--- config.mk ---
export PLATFORM = sky130hd
export DESIGN_NAME = regFile
export DESIGN_NICKNAME = d
export VERILOG_FILES = /design/src/source/pipePkg.sv /design/src/source/regFile.sv
export SDC_FILE = /design/constraint.sdc
export NUM_CORES = 1
export LEC_CHECK = 0
export CORE_MARGIN = 2
export CORE_UTILIZATION = 30
export CTS_CLUSTER_SIZE = 10
export DETAILED_ROUTE_END_ITERATION = 10
export DONT_BUFFER_PORTS = 1
export SYNTH_ARGS = -nofsm -noshare
export SYNTH_HDL_FRONTEND = slang
export SYNTH_SLANG_ARGS = --single-unit
--- constraint.sdc ---
create_clock -name clk -period 1.87 [get_ports clk]
set_input_delay 0.0935 -clock clk [delete_from_list [all_inputs] [get_ports clk]]
set_output_delay 0.0935 -clock clk [all_outputs]
set_load 0.02 [all_outputs]
--- src/source/pipePkg.sv ---
// Shared definitions for the memory and write-back end of the pipeline.
// Holds widths, instruction codes, function classes and the stage payloads.

package pipePkg;

    localparam int wordW    = 32;
    localparam int memDepth = 256;                 // data memory size in words.
    localparam int memAddrW = $clog2(memDepth);

    // instructions that reach the memory and write-back stages.
    typedef enum logic [3:0] {
        LW, LH, LHU, LB, LBU,
        SW, SH, SB,
        ADD, SUB, ORI,
        NOP
    } instrT;

    // coarse class of an instruction, decoded once in the front end.
    typedef enum logic [1:0] {
        I_ALU, I_MEM_R, I_MEM_W, I_NONE
    } ifuncT;

    typedef logic [4:0] regAddrT;

    // latched at the execute/memory boundary.
    typedef struct packed {
        instrT              instr;
        ifuncT              ifunc;
        logic [wordW-1:0]   pc;
        logic               regWEn;
        regAddrT            regWAddr;
        logic [wordW-1:0]   regWData;      // the ALU result.
        logic [wordW-1:0]   addr;          // byte address for loads and stores.
        logic [wordW-1:0]   storeData;
    } memStageT;

    // latched at the memory/write-back boundary.
    typedef struct packed {
        instrT              instr;
        ifuncT              ifunc;
        logic [wordW-1:0]   pc;
        logic               regWEn;
        regAddrT            regWAddr;
        logic [wordW-1:0]   regWData;
        logic [1:0]         offset;        // byte offset of the access within its word.
    } wbStageT;

endpackage
--- src/source/regFile.sv ---
// General register file.
// One synchronous write port and one asynchronous read port; register 0 stays zero.

`timescale 1ns/100ps

module regFile (
    input  logic                       clk,
    input  logic                       rstN,
    input  logic                       wrEn,
    input  pipePkg::regAddrT           wrAddr,
    input  logic [pipePkg::wordW-1:0]  wrData,
    input  pipePkg::regAddrT           rdAddr,
    output logic [pipePkg::wordW-1:0]  rdData
);
    import pipePkg::*;

    logic [wordW-1:0] regs [2**$bits(regAddrT)];

    always_ff @(posedge clk or negedge rstN)
    begin
        if (!rstN)
        begin
            for (int i = 0; i < 2**$bits(regAddrT); i++)
            begin
                regs[i] <= '0;
            end
        end
        else if (wrEn && (wrAddr != '0))
        begin
            regs[wrAddr] <= wrData;   // writes to register 0 are dropped.
        end
    end

    // reads see the stored contents without waiting for a clock.
    assign rdData = regs[rdAddr];

endmodule

==> out/qor.yml <==
layout:
  largest_register: "regs"
  fin_util_pct: 35.0
  syn2layout_area_growth_pct: 15.7
  stdcell_area_um2: 54100
  final_nets: 3477
  drive_gt1_share_pct: 40.0
  reg_top3: "regs: 1024 flops"
  largest_register_ffs: 1024
  stdcell_count: 5490
sta:
  hold_viol: 451
  fin_tns_setup_ns: -17.39
  slew_headroom_pct: -52.3
  setup_viol: 32
  finalCritPeriodShare_pct: 149
  finClkSkew_ns: 0
  tightest_slew_ns: 2.28
  final.min_clock_period_ns: 2.79
  holdWs_ns: -0.877
  rsz0062_at_grt: "true"
  fmax_mhz: 358
  slew_violations: 349
  timing.final.ws_setup_ns: -0.921
global_route:
  overflow: 0
  grt_busiest_layer: "met2"
  track_usage_pct: 15.6
  grtUsageMet3_pct: 2.76
  met1_usage_pct: 22.2
  grt_pass1_vias: 28700
  antenna_found_initial: 2
  grtUsageMet2_pct: 24.3
  grt_max_degree: 513
  grt_pass1_wl_mm: 188
worst_setup_path:
  cp_max_fo: 512
  crit_required_ns: 1.78
  crit_chain: "mux2i_1 > a22o_1 > nor3_2 > a31oi_1 > buf_4 > nand3_4 > buf_6"
  rr_startpoint: "regs[818]"
  regToRegEndpoint: "regs[818]"
  critPathCaptureType: "output port"
  cp_slowest_cell: "mux2i_1"
  critPathArrivalTime_ns: 2.70
  reg2regPathDepth: 2
  startpoint_type: "primary input"
  cp-startpoint: "rdAddr[1]"
  cp-endpoint: "rdData[21]"
  path_class: "in2out"
  reg2reg_slack_ns: 0.55
  cpPeakStageDelay_ns: 0.63
detailed_routing:
  avgRoutedWirePerCell_um: 22.6
  ant_nets: 0
  via_count: 27900
  routed_wl_mm: 124
  drtIter0Drc: 2096
  first_pass_iters: 7
  routed_via_density: 5.08
  drc_errors: 0
synthesis:
  yosys-top-cells-area: "dfrtp_1, mux2_2, mux2i_1"
  ys_warn_count: 0
  async_reset_ff_share_pct: 100
  syn_area_um2: 46700
  synthCells: 3451
  synth_edf_count: 0
  ys.flop_type: "dfrtp_1"
  syn_nets: 3496
  synth_seq_cells: 1024
  ys_seq_area_share_pct: 54.8
  yosys.area.top_type: "dfrtp_1"
  syn_area_per_cell_um2: 13.5
  synthDistinctLibCells: 25
  synth.most_common_cell: "dfrtp_1"
  synth.top_cell.area_share_pct: 54.8
  yosys-top-cells-count: "dfrtp_1, mux2_2, mux2i_1"
cts:
  path_clk_slew_ns: 0.05
  clk_latency_ns: 0.68
  cts_tree: "built"
  h-tree-depth: 3
  cts.sinks: 1024
  hold_buffers: 49
  cts_made_buffers: 113
  cts_root_buf: "clkbuf_16"
  clk_path_buf_depth: 3
power_and_ir_drop:
  power.density_nw_per_um2: 1050
  switching_share_pct: 24.9
  p_clk_share_pct: 34.2
  p_total_mw: 56.6
  combPwrFrac_pct: 15.7
  ir_worst_vdd_mv: 0.716
  p_sw_mw: 14.1
  leakage_nw: 24.9
  intPower_mw: 42.5
  power_frac_seq_pct: 50.1
placed_design:
  dpl.hpwl_mm: 68.2
  dp_slack_ns: -0.381
  routabilityCongestion: 0.730
  io_buffers: 0
  place_area_um2: 49900
  dp_cells: 5304
die:
  ios: 77
  die_h_um: 399
  start_util_pct: 30.3
  core_um2: 154000
  die-width_um: 399
  rows: 144
  dieArea_um2: 159000
worst_hold_path:
  hold_class: "in2async"
outcome:
  status: "finished with violations"
  violations: "hold timing, slew limit, setup timing"
job:
  maxCapViolations: 0
## per-layer routing
| metal | vias to the layer above | wire length, µm |
|---|---|---|
| li1 | 12300 | - |
| met1 | 14900 | 59100 |
| met2 | 488 | 56400 |
| met3 | 136 | 6020 |
| met4 | 0 | 2450 |
| met5 | - | 0 |
## critical path: cells and delay by family
kind / cells / cell delay (ns)
AND/OR/NAND/NOR: 2 / 0.15
AO/OA/AOI/OAI: 2 / 0.43
buffers and inverters: 2 / 0.31
multiplexers: 1 / 0.63
## power by group through the flow
stage | clock network (mW) | registers, mW | logic [mW]
finish | 19.4 | 28.4 | 8.87
floorplan | 0 | 28.1 | 6.69
CTS | 19.9 | 28.3 | 8.88
detailed placement | 0 | 28.7 | 8.19
global placement | 0 | 28.5 | 7.97
global route | 20.8 | 28.9 | 9.66
## timing repair
| action | CTS | global route |
|---|---|---|
| endpoints found under the hold margin | 1565 | 451 |
| pin swaps | 55 | 51 |
| buffers inserted | 5 | 3 |
| setup endpoints to repair | 32 | 37 |
| gates resized for setup | 97 | 18 |
| cloned | 0 | 0 |
## cells by family after synthesis
group                  Yosys count  synth area share, %
and+or+nand+nor                279                 2.77
buffers and inverters          356                 3.30
DFF                           1024                 54.8
muxes                         1504                 34.9
AOI/OAI and AO/OA              288                 4.20
## layout make-up
| type | count | area, µm² |
|---|---|---|
| clock inverters | 5 | 65.1 |
| fillers | 14900 | 100000 |
| well taps | 2044 | 2560 |
| repair buffers | 222 | 2680 |
| flip-flops and latches | 1024 | 25600 |
| diodes | 2 | 5.00 |
| multi-input cells | 2071 | 20200 |
| clock buffers | 122 | 2930 |
## worst min-delay path by stage
| stage | startpoint | end | slack (ns) | cells after the start |
|---|---|---|---|---|
| 6_report | rstN | regs[586] | -0.88 | 0 |
| 5_1_grt | rstN | regs[682] | -0.92 | 0 |
| 4_1_cts | rstN | regs[386] | -0.94 | 0 |
| 3_5_place_dp | rstN | regs[586] | -0.19 | 0 |
| 3_3_place_gp | rstN | regs[586] | -0.19 | 0 |
| 2_1_floorplan | rstN | regs[0] | -0.20 | 0 |
## cell usage in the layout, fill, tap and decap left out, types with 4 or more instances in the layout
cell,Yosys,routed
dlygate4sd3_1,0,43
nand3_4,0,8
nor2_4,0,13
a31oi_1,32,15
a22o_1,64,64
nor3_2,0,27
a21oi_1,96,96
nand3_2,0,20
mux2i_1,512,512
dfrtp_1,1024,1024
buf_12,0,54
buf_16,0,5
clkbuf_16,0,116
nand3_1,97,69
mux2_2,965,965
a22oi_1,96,96
nand2_2,0,12
a31oi_2,0,15
clkbuf_1,187,6
nand2_1,110,98
nor3_1,35,7
mux2_1,27,27
buf_4,4,87
buf_6,0,32
nor2b_4,0,4
No activity file was read; power rests on OpenSTA's default activity.
