===== src/source/pipePkg.sv =====
// Shared definitions for the memory and write-back end of the pipeline.
// Holds widths, instruction codes, function classes and the stage payloads.

package pipePkg;

    localparam int wordW    = 32;
    localparam int memDepth = 256;                 // data memory size in words.
    localparam int memAddrW = $clog2(memDepth);

    // instructions that reach the memory and write-back stages.
    typedef enum logic [3:0] {
        LW, LH, LHU, LB, LBU,
        SW, SH, SB,
        ADD, SUB, ORI,
        NOP
    } instrT;

    // coarse class of an instruction, decoded once in the front end.
    typedef enum logic [1:0] {
        I_ALU, I_MEM_R, I_MEM_W, I_NONE
    } ifuncT;

    typedef logic [4:0] regAddrT;

    // latched at the execute/memory boundary.
    typedef struct packed {
        instrT              instr;
        ifuncT              ifunc;
        logic [wordW-1:0]   pc;
        logic               regWEn;
        regAddrT            regWAddr;
        logic [wordW-1:0]   regWData;      // the ALU result.
        logic [wordW-1:0]   addr;          // byte address for loads and stores.
        logic [wordW-1:0]   storeData;
    } memStageT;

    // latched at the memory/write-back boundary.
    typedef struct packed {
        instrT              instr;
        ifuncT              ifunc;
        logic [wordW-1:0]   pc;
        logic               regWEn;
        regAddrT            regWAddr;
        logic [wordW-1:0]   regWData;
        logic [1:0]         offset;        // byte offset of the access within its word.
    } wbStageT;

endpackage

===== src/source/stageW.sv =====
// Write-back stage.
// Chooses between load data and the carried ALU result and drives the GRF write port.

`timescale 1ns/100ps

module stageW (
    input  logic                       wbValid,
    input  pipePkg::instrT             instr,
    input  pipePkg::ifuncT             ifunc,
    input  logic [pipePkg::wordW-1:0]  pc,
    input  logic                       regWEn,
    input  pipePkg::regAddrT           regWAddr,
    input  logic [pipePkg::wordW-1:0]  regWData,
    input  logic [1:0]                 offset,
    input  logic [pipePkg::wordW-1:0]  memWord,
    output logic                       wbEn,
    output pipePkg::regAddrT           wbAddr,
    output logic [pipePkg::wordW-1:0]  wbData,
    output logic [pipePkg::wordW-1:0]  wbPc
);
    import pipePkg::*;

    logic [wordW-1:0] extWord;

    loadExtend loadExt (
        .memWord (memWord),
        .offset  (offset),
        .instr   (instr),
        .extWord (extWord)
    );

    // a bubble must never write, even with a stale payload behind it.
    assign wbEn   = regWEn && wbValid;
    assign wbAddr = regWAddr;
    assign wbPc   = pc;

    // loads return memory data, every other class its carried result.
    assign wbData = (ifunc == I_MEM_R) ? extWord : regWData;

endmodule


===== src/source/loadExtend.sv =====
// Load data extension.
// Picks the byte or halfword of a loaded word and zero- or sign-extends it.

`timescale 1ns/100ps

module loadExtend (
    input  logic [pipePkg::wordW-1:0]  memWord,
    input  logic [1:0]                 offset,
    input  pipePkg::instrT             instr,
    output logic [pipePkg::wordW-1:0]  extWord
);
    import pipePkg::*;

    logic [15:0] halfVal;
    logic [7:0]  byteVal;
    logic        signExt;

    // halfwords sit on bit 1 of the offset, bytes on the whole offset.
    assign halfVal = memWord[offset[1]*16 +: 16];
    assign byteVal = memWord[offset*8 +: 8];

    // only the unsigned loads fill with zeros.
    assign signExt = (instr == LH) || (instr == LB);

    always_comb
    begin
        case (instr)
            LH, LHU:
            begin
                extWord = {{(wordW-16){signExt & halfVal[15]}}, halfVal};
            end
            LB, LBU:
            begin
                extWord = {{(wordW-8){signExt & byteVal[7]}}, byteVal};
            end
            default:
            begin
                extWord = memWord;   // LW and anything else take the full word.
            end
        endcase
    end

endmodule


===== config.mk =====
export PLATFORM = sky130hd
export DESIGN_NAME = stageW
export DESIGN_NICKNAME = d
export VERILOG_FILES = /design/src/source/pipePkg.sv /design/src/source/stageW.sv /design/src/source/loadExtend.sv
export SDC_FILE = /design/constraint.sdc
export NUM_CORES = 1
export LEC_CHECK = 0
export BUFFER_PORTS_ARGS = -buffer_cell sky130_fd_sc_hd__buf_2
export CORE_AREA = 2 2 70 72
export DETAILED_ROUTE_END_ITERATION = 6
export DIE_AREA = 0 0 72 74
export PLACE_DENSITY_LB_ADDON = 0.2
export SLEW_MARGIN = 20
export SYNTH_ARGS = -nofsm -noshare
export SYNTH_HDL_FRONTEND = slang
export SYNTH_SLANG_ARGS = --single-unit

===== constraint.sdc =====
create_clock -name vclk -period 4.1
set_input_delay 0.205 -clock vclk [all_inputs]
set_output_delay 0.205 -clock vclk [all_outputs]
set_load 0.1 [all_outputs]

==> run summary, run 1 <==
ROUTE
---------------------------------------------------------------------------
Routed wire length per instance                                     16.5 µm
Routed wl met3                                                       375 µm
DRC errors left                                                           0
Routed wire length                                                  4.80 mm
Antenna Violating Nets Remaining                                          0
Topmost layer with routed signal wires                                 met4
Via-per-instance ratio                                                 5.33
Detailed-route via count                                               1546
Total met2 wirelength after detailed routing                        2.34 mm
Drt pass-1 iters                                                          4
Initial detailed-routing violation count                                 33
M1 WL                                                               2.03 mm

PLACEMENT
---------------------------------------------------------------------------
Number of placed cells counting well taps                               290
Final estimated routing congestion in global placement                0.794
PortBufs                                                                107
Hpwl dp                                                             3.75 mm

CRITICAL PATH
---------------------------------------------------------------------------
Critical Path AT                                                    2300 ps
Worst setup EP type                                            primary output
Category of the most critical setup path                       input port to primary output
Worst endpoint required time                                        3890 ps
Category of the worst setup path launch point                    input port
Worst-path fanout max                                                    18

TIMING
---------------------------------------------------------------------------
Final Cycle Share                                                     61.1%
Worst-margin pin slew                                                901 ps
Slew Limit Headroom                                                   39.5%
Final Critical Period                                               2500 ps
Hold violation total from the final report                                0
Max frequency                                                       400 MHz
Count of final setup violators                                            0
Unrepaired setup endpoints after global routing                       false
Setup TNS after final layout                                           0 ps
Pins Over Slew Limit                                                      0

FINISH
---------------------------------------------------------------------------
Footprint of the flip-flops and latches                               0 µm²
Fraction of final layout cells sized beyond drive strength 1          54.2%
Synth-to-Final Area Change                                            18.9%
Count of inserted antenna diode cells                                     0
Total number of sequential cells                                          0
Final non-filler cell total                                             290
Total of clock buffers placed in the layout                               0
Number of nets in the layout                                            349

GLOBAL ROUTING
---------------------------------------------------------------------------
Vias in the first global route                                         1417
Total global routing overflow                                             0
Pin count of the biggest net entering global routing                     20
Global-route wire length before repair                              6.90 mm
Antenna violations before repair                                          0
All-Layer GR Usage                                                    16.2%

HOLD PATH
---------------------------------------------------------------------------
Worst hold path type                                           input port to primary output

YOSYS
---------------------------------------------------------------------------
Post-Synthesis Cell Area                                           1280 µm²
Most used standard cells in the synthesized netlist            sky130_fd_sc_hd__buf_4, sky130_fd_sc_hd__a21oi_1, sky130_fd_sc_hd__o22ai_1
Top cells by area, synth                                       sky130_fd_sc_hd__buf_4, sky130_fd_sc_hd__a21oi_1, sky130_fd_sc_hd__a221o_1
Post-Syn Instances                                                      178
Count leader, synth                                            sky130_fd_sc_hd__buf_4
Sequential element share of the synthesized area                         0%
Share of Yosys cell area claimed by the top area cell type            23.5%
Mean post-synth cell area                                          7.18 µm²
Library cells used by synthesis                                          35
Number of warnings issued by yosys                                        0
Area leader, netlist                                           sky130_fd_sc_hd__buf_4
Net Count, Synth                                                        289

FLOORPLANNING
---------------------------------------------------------------------------
Die width                                                             72 µm
Initial Utilization                                                   27.8%
Number of primary I/O pins                                              181
Die Footprint                                                      5330 µm²
Standard-cell rows                                                       25
Die Y                                                                 74 µm
Core area                                                          4600 µm²

POWER AND IR DROP
---------------------------------------------------------------------------
Worst IR Drop VDD                                               0.0000919 V
Static leakage                                                     0.743 nW
Pwr Total                                                          0.387 mW
Power per cell area                                              254 nW/µm²

CLOCK NETWORK
---------------------------------------------------------------------------
# hold bufs at CTS                                                        0
Cells resized by post-CTS repair                                          0
Total setup buffers inserted after CTS                                    0

STATUS
---------------------------------------------------------------------------
Outcome                                                        finished clean

FLOW RUN
---------------------------------------------------------------------------
Max-cap check violation count                                             0

-- layout make-up --
class | count | area [µm²]
fillers | 511 | 3080
inverters | 2 | 7.51
multi-input cells | 125 | 895
well taps | 54 | 67.6
repair buffers | 109 | 551
-- stage by stage --
step / setup slack (ps) / utilization (%) / cell area (µm²) / hold WS (ps)
global route: 1440 / 33.1 / 1520 / 410
CTS: 1610 / 33.1 / 1520 / 411
global placement: 1600 / 33.1 / 1520 / 411
floorplan: 1210 / - / 1290 / 622
detailed placement: 1580 / 33.1 / 1520 / 411
finish: 1600 / 33.1 / 1520 / 410
-- per-layer routing --
metal | up-vias | GRT usage [%]
met5 | - | 0
met4 | 0 | 2.94
met3 | 8 | 2.03
met2 | 72 | 29.4
met1 | 710 | 20.8
li1 | 756 | -
-- where the power goes --
part | total (mW) | internal (mW) | switching, mW
Clock | 0 | 0 | 0
Combinational | 0.387 | 0.0875 | 0.299
Sequential | 0 | 0 | 0
Total | 0.387 | 0.0875 | 0.299
-- cells by family after synthesis --
kind of cell	count (synthesis)	synth area share (%)
mux	18	14.9
simple gates	37	14.7
buf+inv	53	30.6
compound gates	69	39.1
xor+xnor	1	0.685
-- placed cells by master (no fill, tap or decap), types with 2 or more instances in the layout --
master,instances
sky130_fd_sc_hd__o22ai_1,15
sky130_fd_sc_hd__a221o_2,5
sky130_fd_sc_hd__nor3_1,2
sky130_fd_sc_hd__a21oi_1,24
sky130_fd_sc_hd__mux2i_1,10
sky130_fd_sc_hd__inv_1,2
sky130_fd_sc_hd__buf_4,2
sky130_fd_sc_hd__o21ai_0,7
sky130_fd_sc_hd__nand2_1,10
sky130_fd_sc_hd__a221o_1,11
sky130_fd_sc_hd__buf_2,107
sky130_fd_sc_hd__nand2b_1,3
sky130_fd_sc_hd__mux2_2,8
sky130_fd_sc_hd__nor2_1,12
-- path summary, 6_finish.rpt --
check        start         end  depth (start not counted)  slack [ps]
max       ifunc[1]  wbData[12]                          6        1600
min    regWAddr[0]   wbAddr[0]                          0         410
-- worst max-delay path, stage by stage --
cell                       delay [ps]
sky130_fd_sc_hd__buf_2            100
sky130_fd_sc_hd__nand2b_1         510
sky130_fd_sc_hd__or4_4            740
sky130_fd_sc_hd__a31oi_4          310
sky130_fd_sc_hd__a21oi_1          110
sky130_fd_sc_hd__buf_2            310
(Power assumes the default switching activity.)
==> inputs of run 2 (changes only) <==
Settings changed: CORE_AREA 2 2 70 72 to 2 2 71 73, DIE_AREA 0 0 72 74 to 0 0 73 75.
Clock period 4.1 ns to 2.6 ns, I/O delays scaled along.
==> run summary, run 2 (synthesized netlist as in run 1, its figures left out) <==
ROUTE
-------------------------------------------------------------------------------------
Drt pass-1 iters                                                                    4   unchanged
Detailed-route via count                                                         1588   +2.7%
Initial detailed-routing violation count                                           68   +110%
Via-per-instance ratio                                                           5.42   +1.7%
Routed wire length per instance                                               16.9 µm   +2.2%
Antenna Violating Nets Remaining                                                    0   unchanged
Routed wire length                                                            4.95 mm   +3.3%
DRC errors left                                                                     0   unchanged

CRITICAL PATH
-------------------------------------------------------------------------------------
Category of the most critical setup path                                 input port to primary output
Worst setup EP type                                                      primary output
Worst-path fanout max                                                              10   -8
Category of the worst setup path launch point                              input port
Critical Path AT                                                              2030 ps   -270 ps
Worst endpoint required time                                                  2470 ps   -1420 ps

TIMING
-------------------------------------------------------------------------------------
Count of final setup violators                                                      0   unchanged
Unrepaired setup endpoints after global routing                                 false
Setup TNS after final layout                                                     0 ps   unchanged
Hold violation total from the final report                                          0   unchanged
Worst-margin pin slew                                                          734 ps   -167 ps
Final Critical Period                                                         2160 ps
Slew Limit Headroom                                                             51.1%   +12 points
Max frequency                                                                 464 MHz
Worst slack on hold paths                                                      260 ps   -150 ps
Final Cycle Share                                                               82.9%
Pins Over Slew Limit                                                                0   unchanged

FLOORPLANNING
-------------------------------------------------------------------------------------
Initial Utilization                                                             27.4%   -0.37 points
Core area                                                                    4660 µm²   +1.4%
Die width                                                                       73 µm   +1.4%
Die Footprint                                                                5480 µm²   +2.8%
Number of primary I/O pins                                                        181   unchanged
Die Y                                                                           75 µm   +1.4%
Standard-cell rows                                                                 25   unchanged

FINISH
-------------------------------------------------------------------------------------
Number of nets in the layout                                                      352   +0.86%
Final core utilization                                                          39.8%   +6.7 points
Total number of sequential cells                                                    0   unchanged
Fraction of final layout cells sized beyond drive strength 1                    61.1%   +6.9 points
Final non-filler cell total                                                       293   +1.0%
Commonest non-fill, non-tap cells in the layout                          sky130_fd_sc_hd__buf_2, sky130_fd_sc_hd__buf_12, sky130_fd_sc_hd__o22ai_1, sky130_fd_sc_hd__a21oi_2, sky130_fd_sc_hd__nor2_1
Synth-to-Final Area Change                                                      45.0%
Total of clock buffers placed in the layout                                         0   unchanged
Footprint of the flip-flops and latches                                         0 µm²   unchanged
Layout fillers                                                                    508   -0.59%
Count of inserted antenna diode cells                                               0   unchanged
Most frequent standard cell in the layout excluding fill and tap cells   sky130_fd_sc_hd__buf_2

PLACEMENT
-------------------------------------------------------------------------------------
Hpwl dp                                                                       3.94 mm   +4.9%
PortBufs                                                                          107   unchanged
Final estimated routing congestion in global placement                          0.775   -2.4%
Number of placed cells counting well taps                                         293   +1.0%

FLOW RUN
-------------------------------------------------------------------------------------
Max-cap check violation count                                                       0   unchanged

POWER AND IR DROP
-------------------------------------------------------------------------------------
Power per cell area                                                        386 nW/µm²   +52%
Static leakage                                                               0.850 nW   +14%
Worst IR Drop VDD                                                          0.000120 V   +31%

CLOCK NETWORK
-------------------------------------------------------------------------------------
# hold bufs at CTS                                                                  0   unchanged
Total setup buffers inserted after CTS                                              0   unchanged
Cells resized by post-CTS repair                                                    0   unchanged

GLOBAL ROUTING
-------------------------------------------------------------------------------------
Antenna violations before repair                                                    0   unchanged
Total global routing overflow                                                       0   unchanged
Vias in the first global route                                                   1565   +10%
Pin count of the biggest net entering global routing                               20   unchanged
All-Layer GR Usage                                                              16.9%   +0.75 points
Global-route wire length before repair                                        7.46 mm   +8.1%

HOLD PATH
-------------------------------------------------------------------------------------
Worst hold path type                                                     input port to primary output

STATUS
-------------------------------------------------------------------------------------
Outcome                                                                  finished clean

run 2: cell count changes in the layout (fill, tap and decap cells not counted):
| cell | delta |
|---|---|
| sky130_fd_sc_hd__buf_12 | +17 |
| sky130_fd_sc_hd__a21oi_2 | +15 |
| sky130_fd_sc_hd__a21oi_1 | -15 |
| sky130_fd_sc_hd__buf_2 | -17 |
| sky130_fd_sc_hd__buf_4 | +3 |
run 2: through the flow:
step | setup slack, ps | instance area (µm²) | total power [mW]
after global placement | 520 | 1850 | 0.715
after detailed placement | 477 | 1850 | 0.717
after floorplan | -102 | 1340 | 0.768
after global routing | 342 | 1850 | 0.745
after CTS | 473 | 1850 | 0.718
final | 445 | 1850 | 0.715
run 2: path summary, 6_finish.rpt:
check,end,startpoint,cells past startpoint,slack (ps)
min,wbPc[20],pc[20],0,260
max,wbData[1],instr[1],6,440
run 2: report_power, final:
part           internal [mW]  switching [mW]  leakage, nW
logic                  0.219           0.496        0.850
registers                  0               0            0
clock network              0               0            0
run 2: layer usage:
layer / vias to the layer above / track usage (%) / wire [µm]
li1: 761 / - / -
met1: 751 / 19.3 / 1930
met2: 72 / 34.3 / 2650
met3: 4 / 2.01 / 366
met4: 0 / 1.85 / 6
met5: - / 0 / 0
run 2: worst max-delay path, cell delays in order:
cell and delay, ps:
sky130_fd_sc_hd__buf_2 170, sky130_fd_sc_hd__or3b_1 430, sky130_fd_sc_hd__a21oi_1 510, sky130_fd_sc_hd__a21oi_1 180, sky130_fd_sc_hd__a21oi_2 160, sky130_fd_sc_hd__buf_2 440
run 2: area by class of cell:
cell class | count | area (µm²) | area share (%)
inverter | 2 | 7.51 | 0.405
multi-input combinational | 125 | 951 | 51.3
tap | 54 | 67.6 | 3.64
timing repair buffer | 112 | 828 | 44.7
==> inputs of run 3 (changes only) <==
Settings changed: ABC_AREA from default to 1, CORE_AREA 2 2 71 73 to default, CORE_ASPECT_RATIO from default to 2, CORE_UTILIZATION from default to 40, DIE_AREA 0 0 73 75 to default.
Clock period 2.6 ns to 2.2 ns, I/O delays scaled along.
==> run summary, run 3 <==
STATUS
-------------------------------------------------------------------------------------
Outcome                                                                  finished clean

POWER AND IR DROP
-------------------------------------------------------------------------------------
Static leakage                                                                1.67 nW   +96%
Combinational share of power                                                   100.0%   about the same
Power per cell area                                                        366 nW/µm²   -5.2%
Worst IR Drop VDD                                                          0.000245 V   +100%
NetSw                                                                        0.644 mW   +30%
Switching share of power                                                        67.5%   -1.8 points
Sequential cell fraction of total power                                            0%   unchanged
Proportion of power drawn by the clock network                                     0%   unchanged
Internal power consumption                                                   0.310 mW   +41%

FLOORPLANNING
-------------------------------------------------------------------------------------
Die Footprint                                                                5280 µm²   -3.5%
Die width                                                                     51.9 µm   -29%
Standard-cell rows                                                                 36   +44%
Core area                                                                    4820 µm²   +3.4%
Initial Utilization                                                             41.3%   +14 points
Number of primary I/O pins                                                        181   unchanged
Die Y                                                                          102 µm   +36%

ROUTE
-------------------------------------------------------------------------------------
Detailed-route via count                                                         2531   +59%
Antenna Violating Nets Remaining                                                    0   unchanged
DRC errors left                                                                     0   unchanged
Initial detailed-routing violation count                                           43   -37%
Routed wire length per instance                                               11.3 µm   -33%
Drt pass-1 iters                                                                    4   unchanged
Routed wire length                                                            6.11 mm   +23%
Via-per-instance ratio                                                           4.66   -14%

FINISH
-------------------------------------------------------------------------------------
Count of inserted antenna diode cells                                               0   unchanged
Area of combinational cells with multiple inputs                             1330 µm²   +40%
Final non-filler cell total                                                       543   +85%
Footprint of the flip-flops and latches                                         0 µm²   unchanged
Fraction of final layout cells sized beyond drive strength 1                    30.0%   -31 points
Commonest non-fill, non-tap cells in the layout                          sky130_fd_sc_hd__nand2_1, sky130_fd_sc_hd__buf_2, sky130_fd_sc_hd__nand3_1
Synth-to-Final Area Change                                                      31.0%
Total number of sequential cells                                                    0   unchanged
Number of nets in the layout                                                      599   +70%
Total of clock buffers placed in the layout                                         0   unchanged
Most frequent standard cell in the layout excluding fill and tap cells   sky130_fd_sc_hd__nand2_1
Final non-filler cell area                                                   2610 µm²   +41%
Layout fillers                                                                    528   +3.9%

CRITICAL PATH
-------------------------------------------------------------------------------------
Cell family with most CP delay                                           buffers and inverters
Category of the worst setup path launch point                              input port
Worst-path fanout max                                                              26   +16
Worst endpoint required time                                                  2090 ps   -380 ps
Worst setup EP type                                                      primary output
Slowest cell on the critical path                                        sky130_fd_sc_hd__buf_2
Worst path bufs/invs                                                                4   +2
Critical Path AT                                                              1670 ps   -360 ps
Slowest Stage Delay on Critical Path                                           320 ps   -190 ps
Crit-path most repeated cell                                             sky130_fd_sc_hd__nand2_1
Category of the most critical setup path                                 input port to primary output
Worst path cell trace                                                    buf_2, inv_2, nand2_1, o21ai_0, nand3b_4, nand3_1, nand2_1, inv_1, buf_12

YOSYS
-------------------------------------------------------------------------------------
Count leader, synth                                                      sky130_fd_sc_hd__nand2_1
Post-Synthesis Cell Area                                                     1990 µm²   +56%
Net Count, Synth                                                                  544   +88%
Number of warnings issued by yosys                                                  0   unchanged
Sequential element share of the synthesized area                                   0%   unchanged
Post-Syn Instances                                                                433   +140%
Area leader, netlist                                                     sky130_fd_sc_hd__nand2_1
Library cells used by synthesis                                                    22   -37%
Share of Yosys cell area claimed by the top area cell type                      34.9%   +11 points
Most used standard cells in the synthesized netlist                      sky130_fd_sc_hd__nand2_1, sky130_fd_sc_hd__nand3_1, sky130_fd_sc_hd__inv_1
Mean post-synth cell area                                                    4.60 µm²   -36%
Top cells by area, synth                                                 sky130_fd_sc_hd__nand2_1, sky130_fd_sc_hd__buf_4, sky130_fd_sc_hd__nand3_1

TIMING
-------------------------------------------------------------------------------------
Worst-margin pin slew                                                          487 ps   -246 ps
Final Cycle Share                                                               80.8%
Worst slack on hold paths                                                      220 ps   -40.0 ps
Count of final setup violators                                                      0   unchanged
Pins Over Slew Limit                                                                0   unchanged
Hold violation total from the final report                                          0   unchanged
Setup TNS after final layout                                                     0 ps   unchanged
Slew Limit Headroom                                                             67.7%   +17 points
Max frequency                                                                 562 MHz
Unrepaired setup endpoints after global routing                                 false
Final Critical Period                                                         1780 ps

GLOBAL ROUTING
-------------------------------------------------------------------------------------
Total global routing overflow                                                       0   unchanged
Pin count of the biggest net entering global routing                               50   +150%
Global-route wire length before repair                                        9.80 mm   +31%
Antenna violations before repair                                                    0   unchanged
All-Layer GR Usage                                                              23.4%   +6.5 points
Vias in the first global route                                                   2289   +46%

CLOCK NETWORK
-------------------------------------------------------------------------------------
Cells resized by post-CTS repair                                                    0   unchanged
# hold bufs at CTS                                                                  0   unchanged
Total setup buffers inserted after CTS                                              0   unchanged

PLACEMENT
-------------------------------------------------------------------------------------
Hpwl dp                                                                       5.13 mm   +30%
Placed cell area                                                             2610 µm²   +41%
PortBufs                                                                          107   unchanged
Final estimated routing congestion in global placement                          0.865   +12%
Number of placed cells counting well taps                                         543   +85%

HOLD PATH
-------------------------------------------------------------------------------------
Worst hold path type                                                     input port to primary output

FLOW RUN
-------------------------------------------------------------------------------------
Max-cap check violation count                                                       0   unchanged

[run 3: cell count changes after synthesis, sizes merged, moves of 15 or more]
cell,previous run,this run
o22ai,15,0
a21oi,24,1
nand2,10,188
a221o,16,0
nand3,1,51
o21ai,7,22
clkinv,0,19
inv,2,54
or2,0,16
[run 3: final cells by class]
| type | instances | area share (%) |
|---|---|---|
| inverters | 73 | 10.6 |
| well taps | 57 | 2.73 |
| multi-input cells | 303 | 51.0 |
| repair buffers | 110 | 35.7 |
[run 3: path summary, 6_finish.rpt]
kind,endpoint,from,slack (ps),cells past startpoint
hold / removal,wbPc[28],pc[28],220,0
setup / recovery,wbData[25],offset[1],420,9
[run 3: cell families (layout without fill, tap and decap cells)]
family / after synthesis / in the layout / synth area share, %
simple gates: 280 / 280 / 60.9
buf+inv: 130 / 183 / 33.3
compound gates: 23 / 23 / 5.78
[run 3: power by group through the flow]
stage	clock [mW]	combinational [mW]	sequential, mW
2_1_floorplan	0	0.961	0
3_3_place_gp	0	0.954	0
3_5_place_dp	0	0.958	0
4_1_cts	0	0.960	0
5_1_grt	0	1.02	0
6_report	0	0.954	0
[run 3: metrics by stage]
| step | setup slack (ps) | utilization, % | power (mW) |
|---|---|---|---|
| after floorplan | 465 | - | 0.961 |
| after detailed placement | 421 | 54.1 | 0.958 |
| after global placement | 432 | 54.1 | 0.954 |
| after CTS | 421 | 54.1 | 0.960 |
| final | 422 | 54.1 | 0.954 |
| after global routing | 248 | 54.1 | 1.02 |
[run 3: metal layers]
layer | GRT usage [%] | part of all wire [%]
met1 | 22.3 | 34
met5 | 0 | 0
met3 | 0.901 | 5.6
met2 | 47.0 | 55
met4 | 12.3 | 5.5
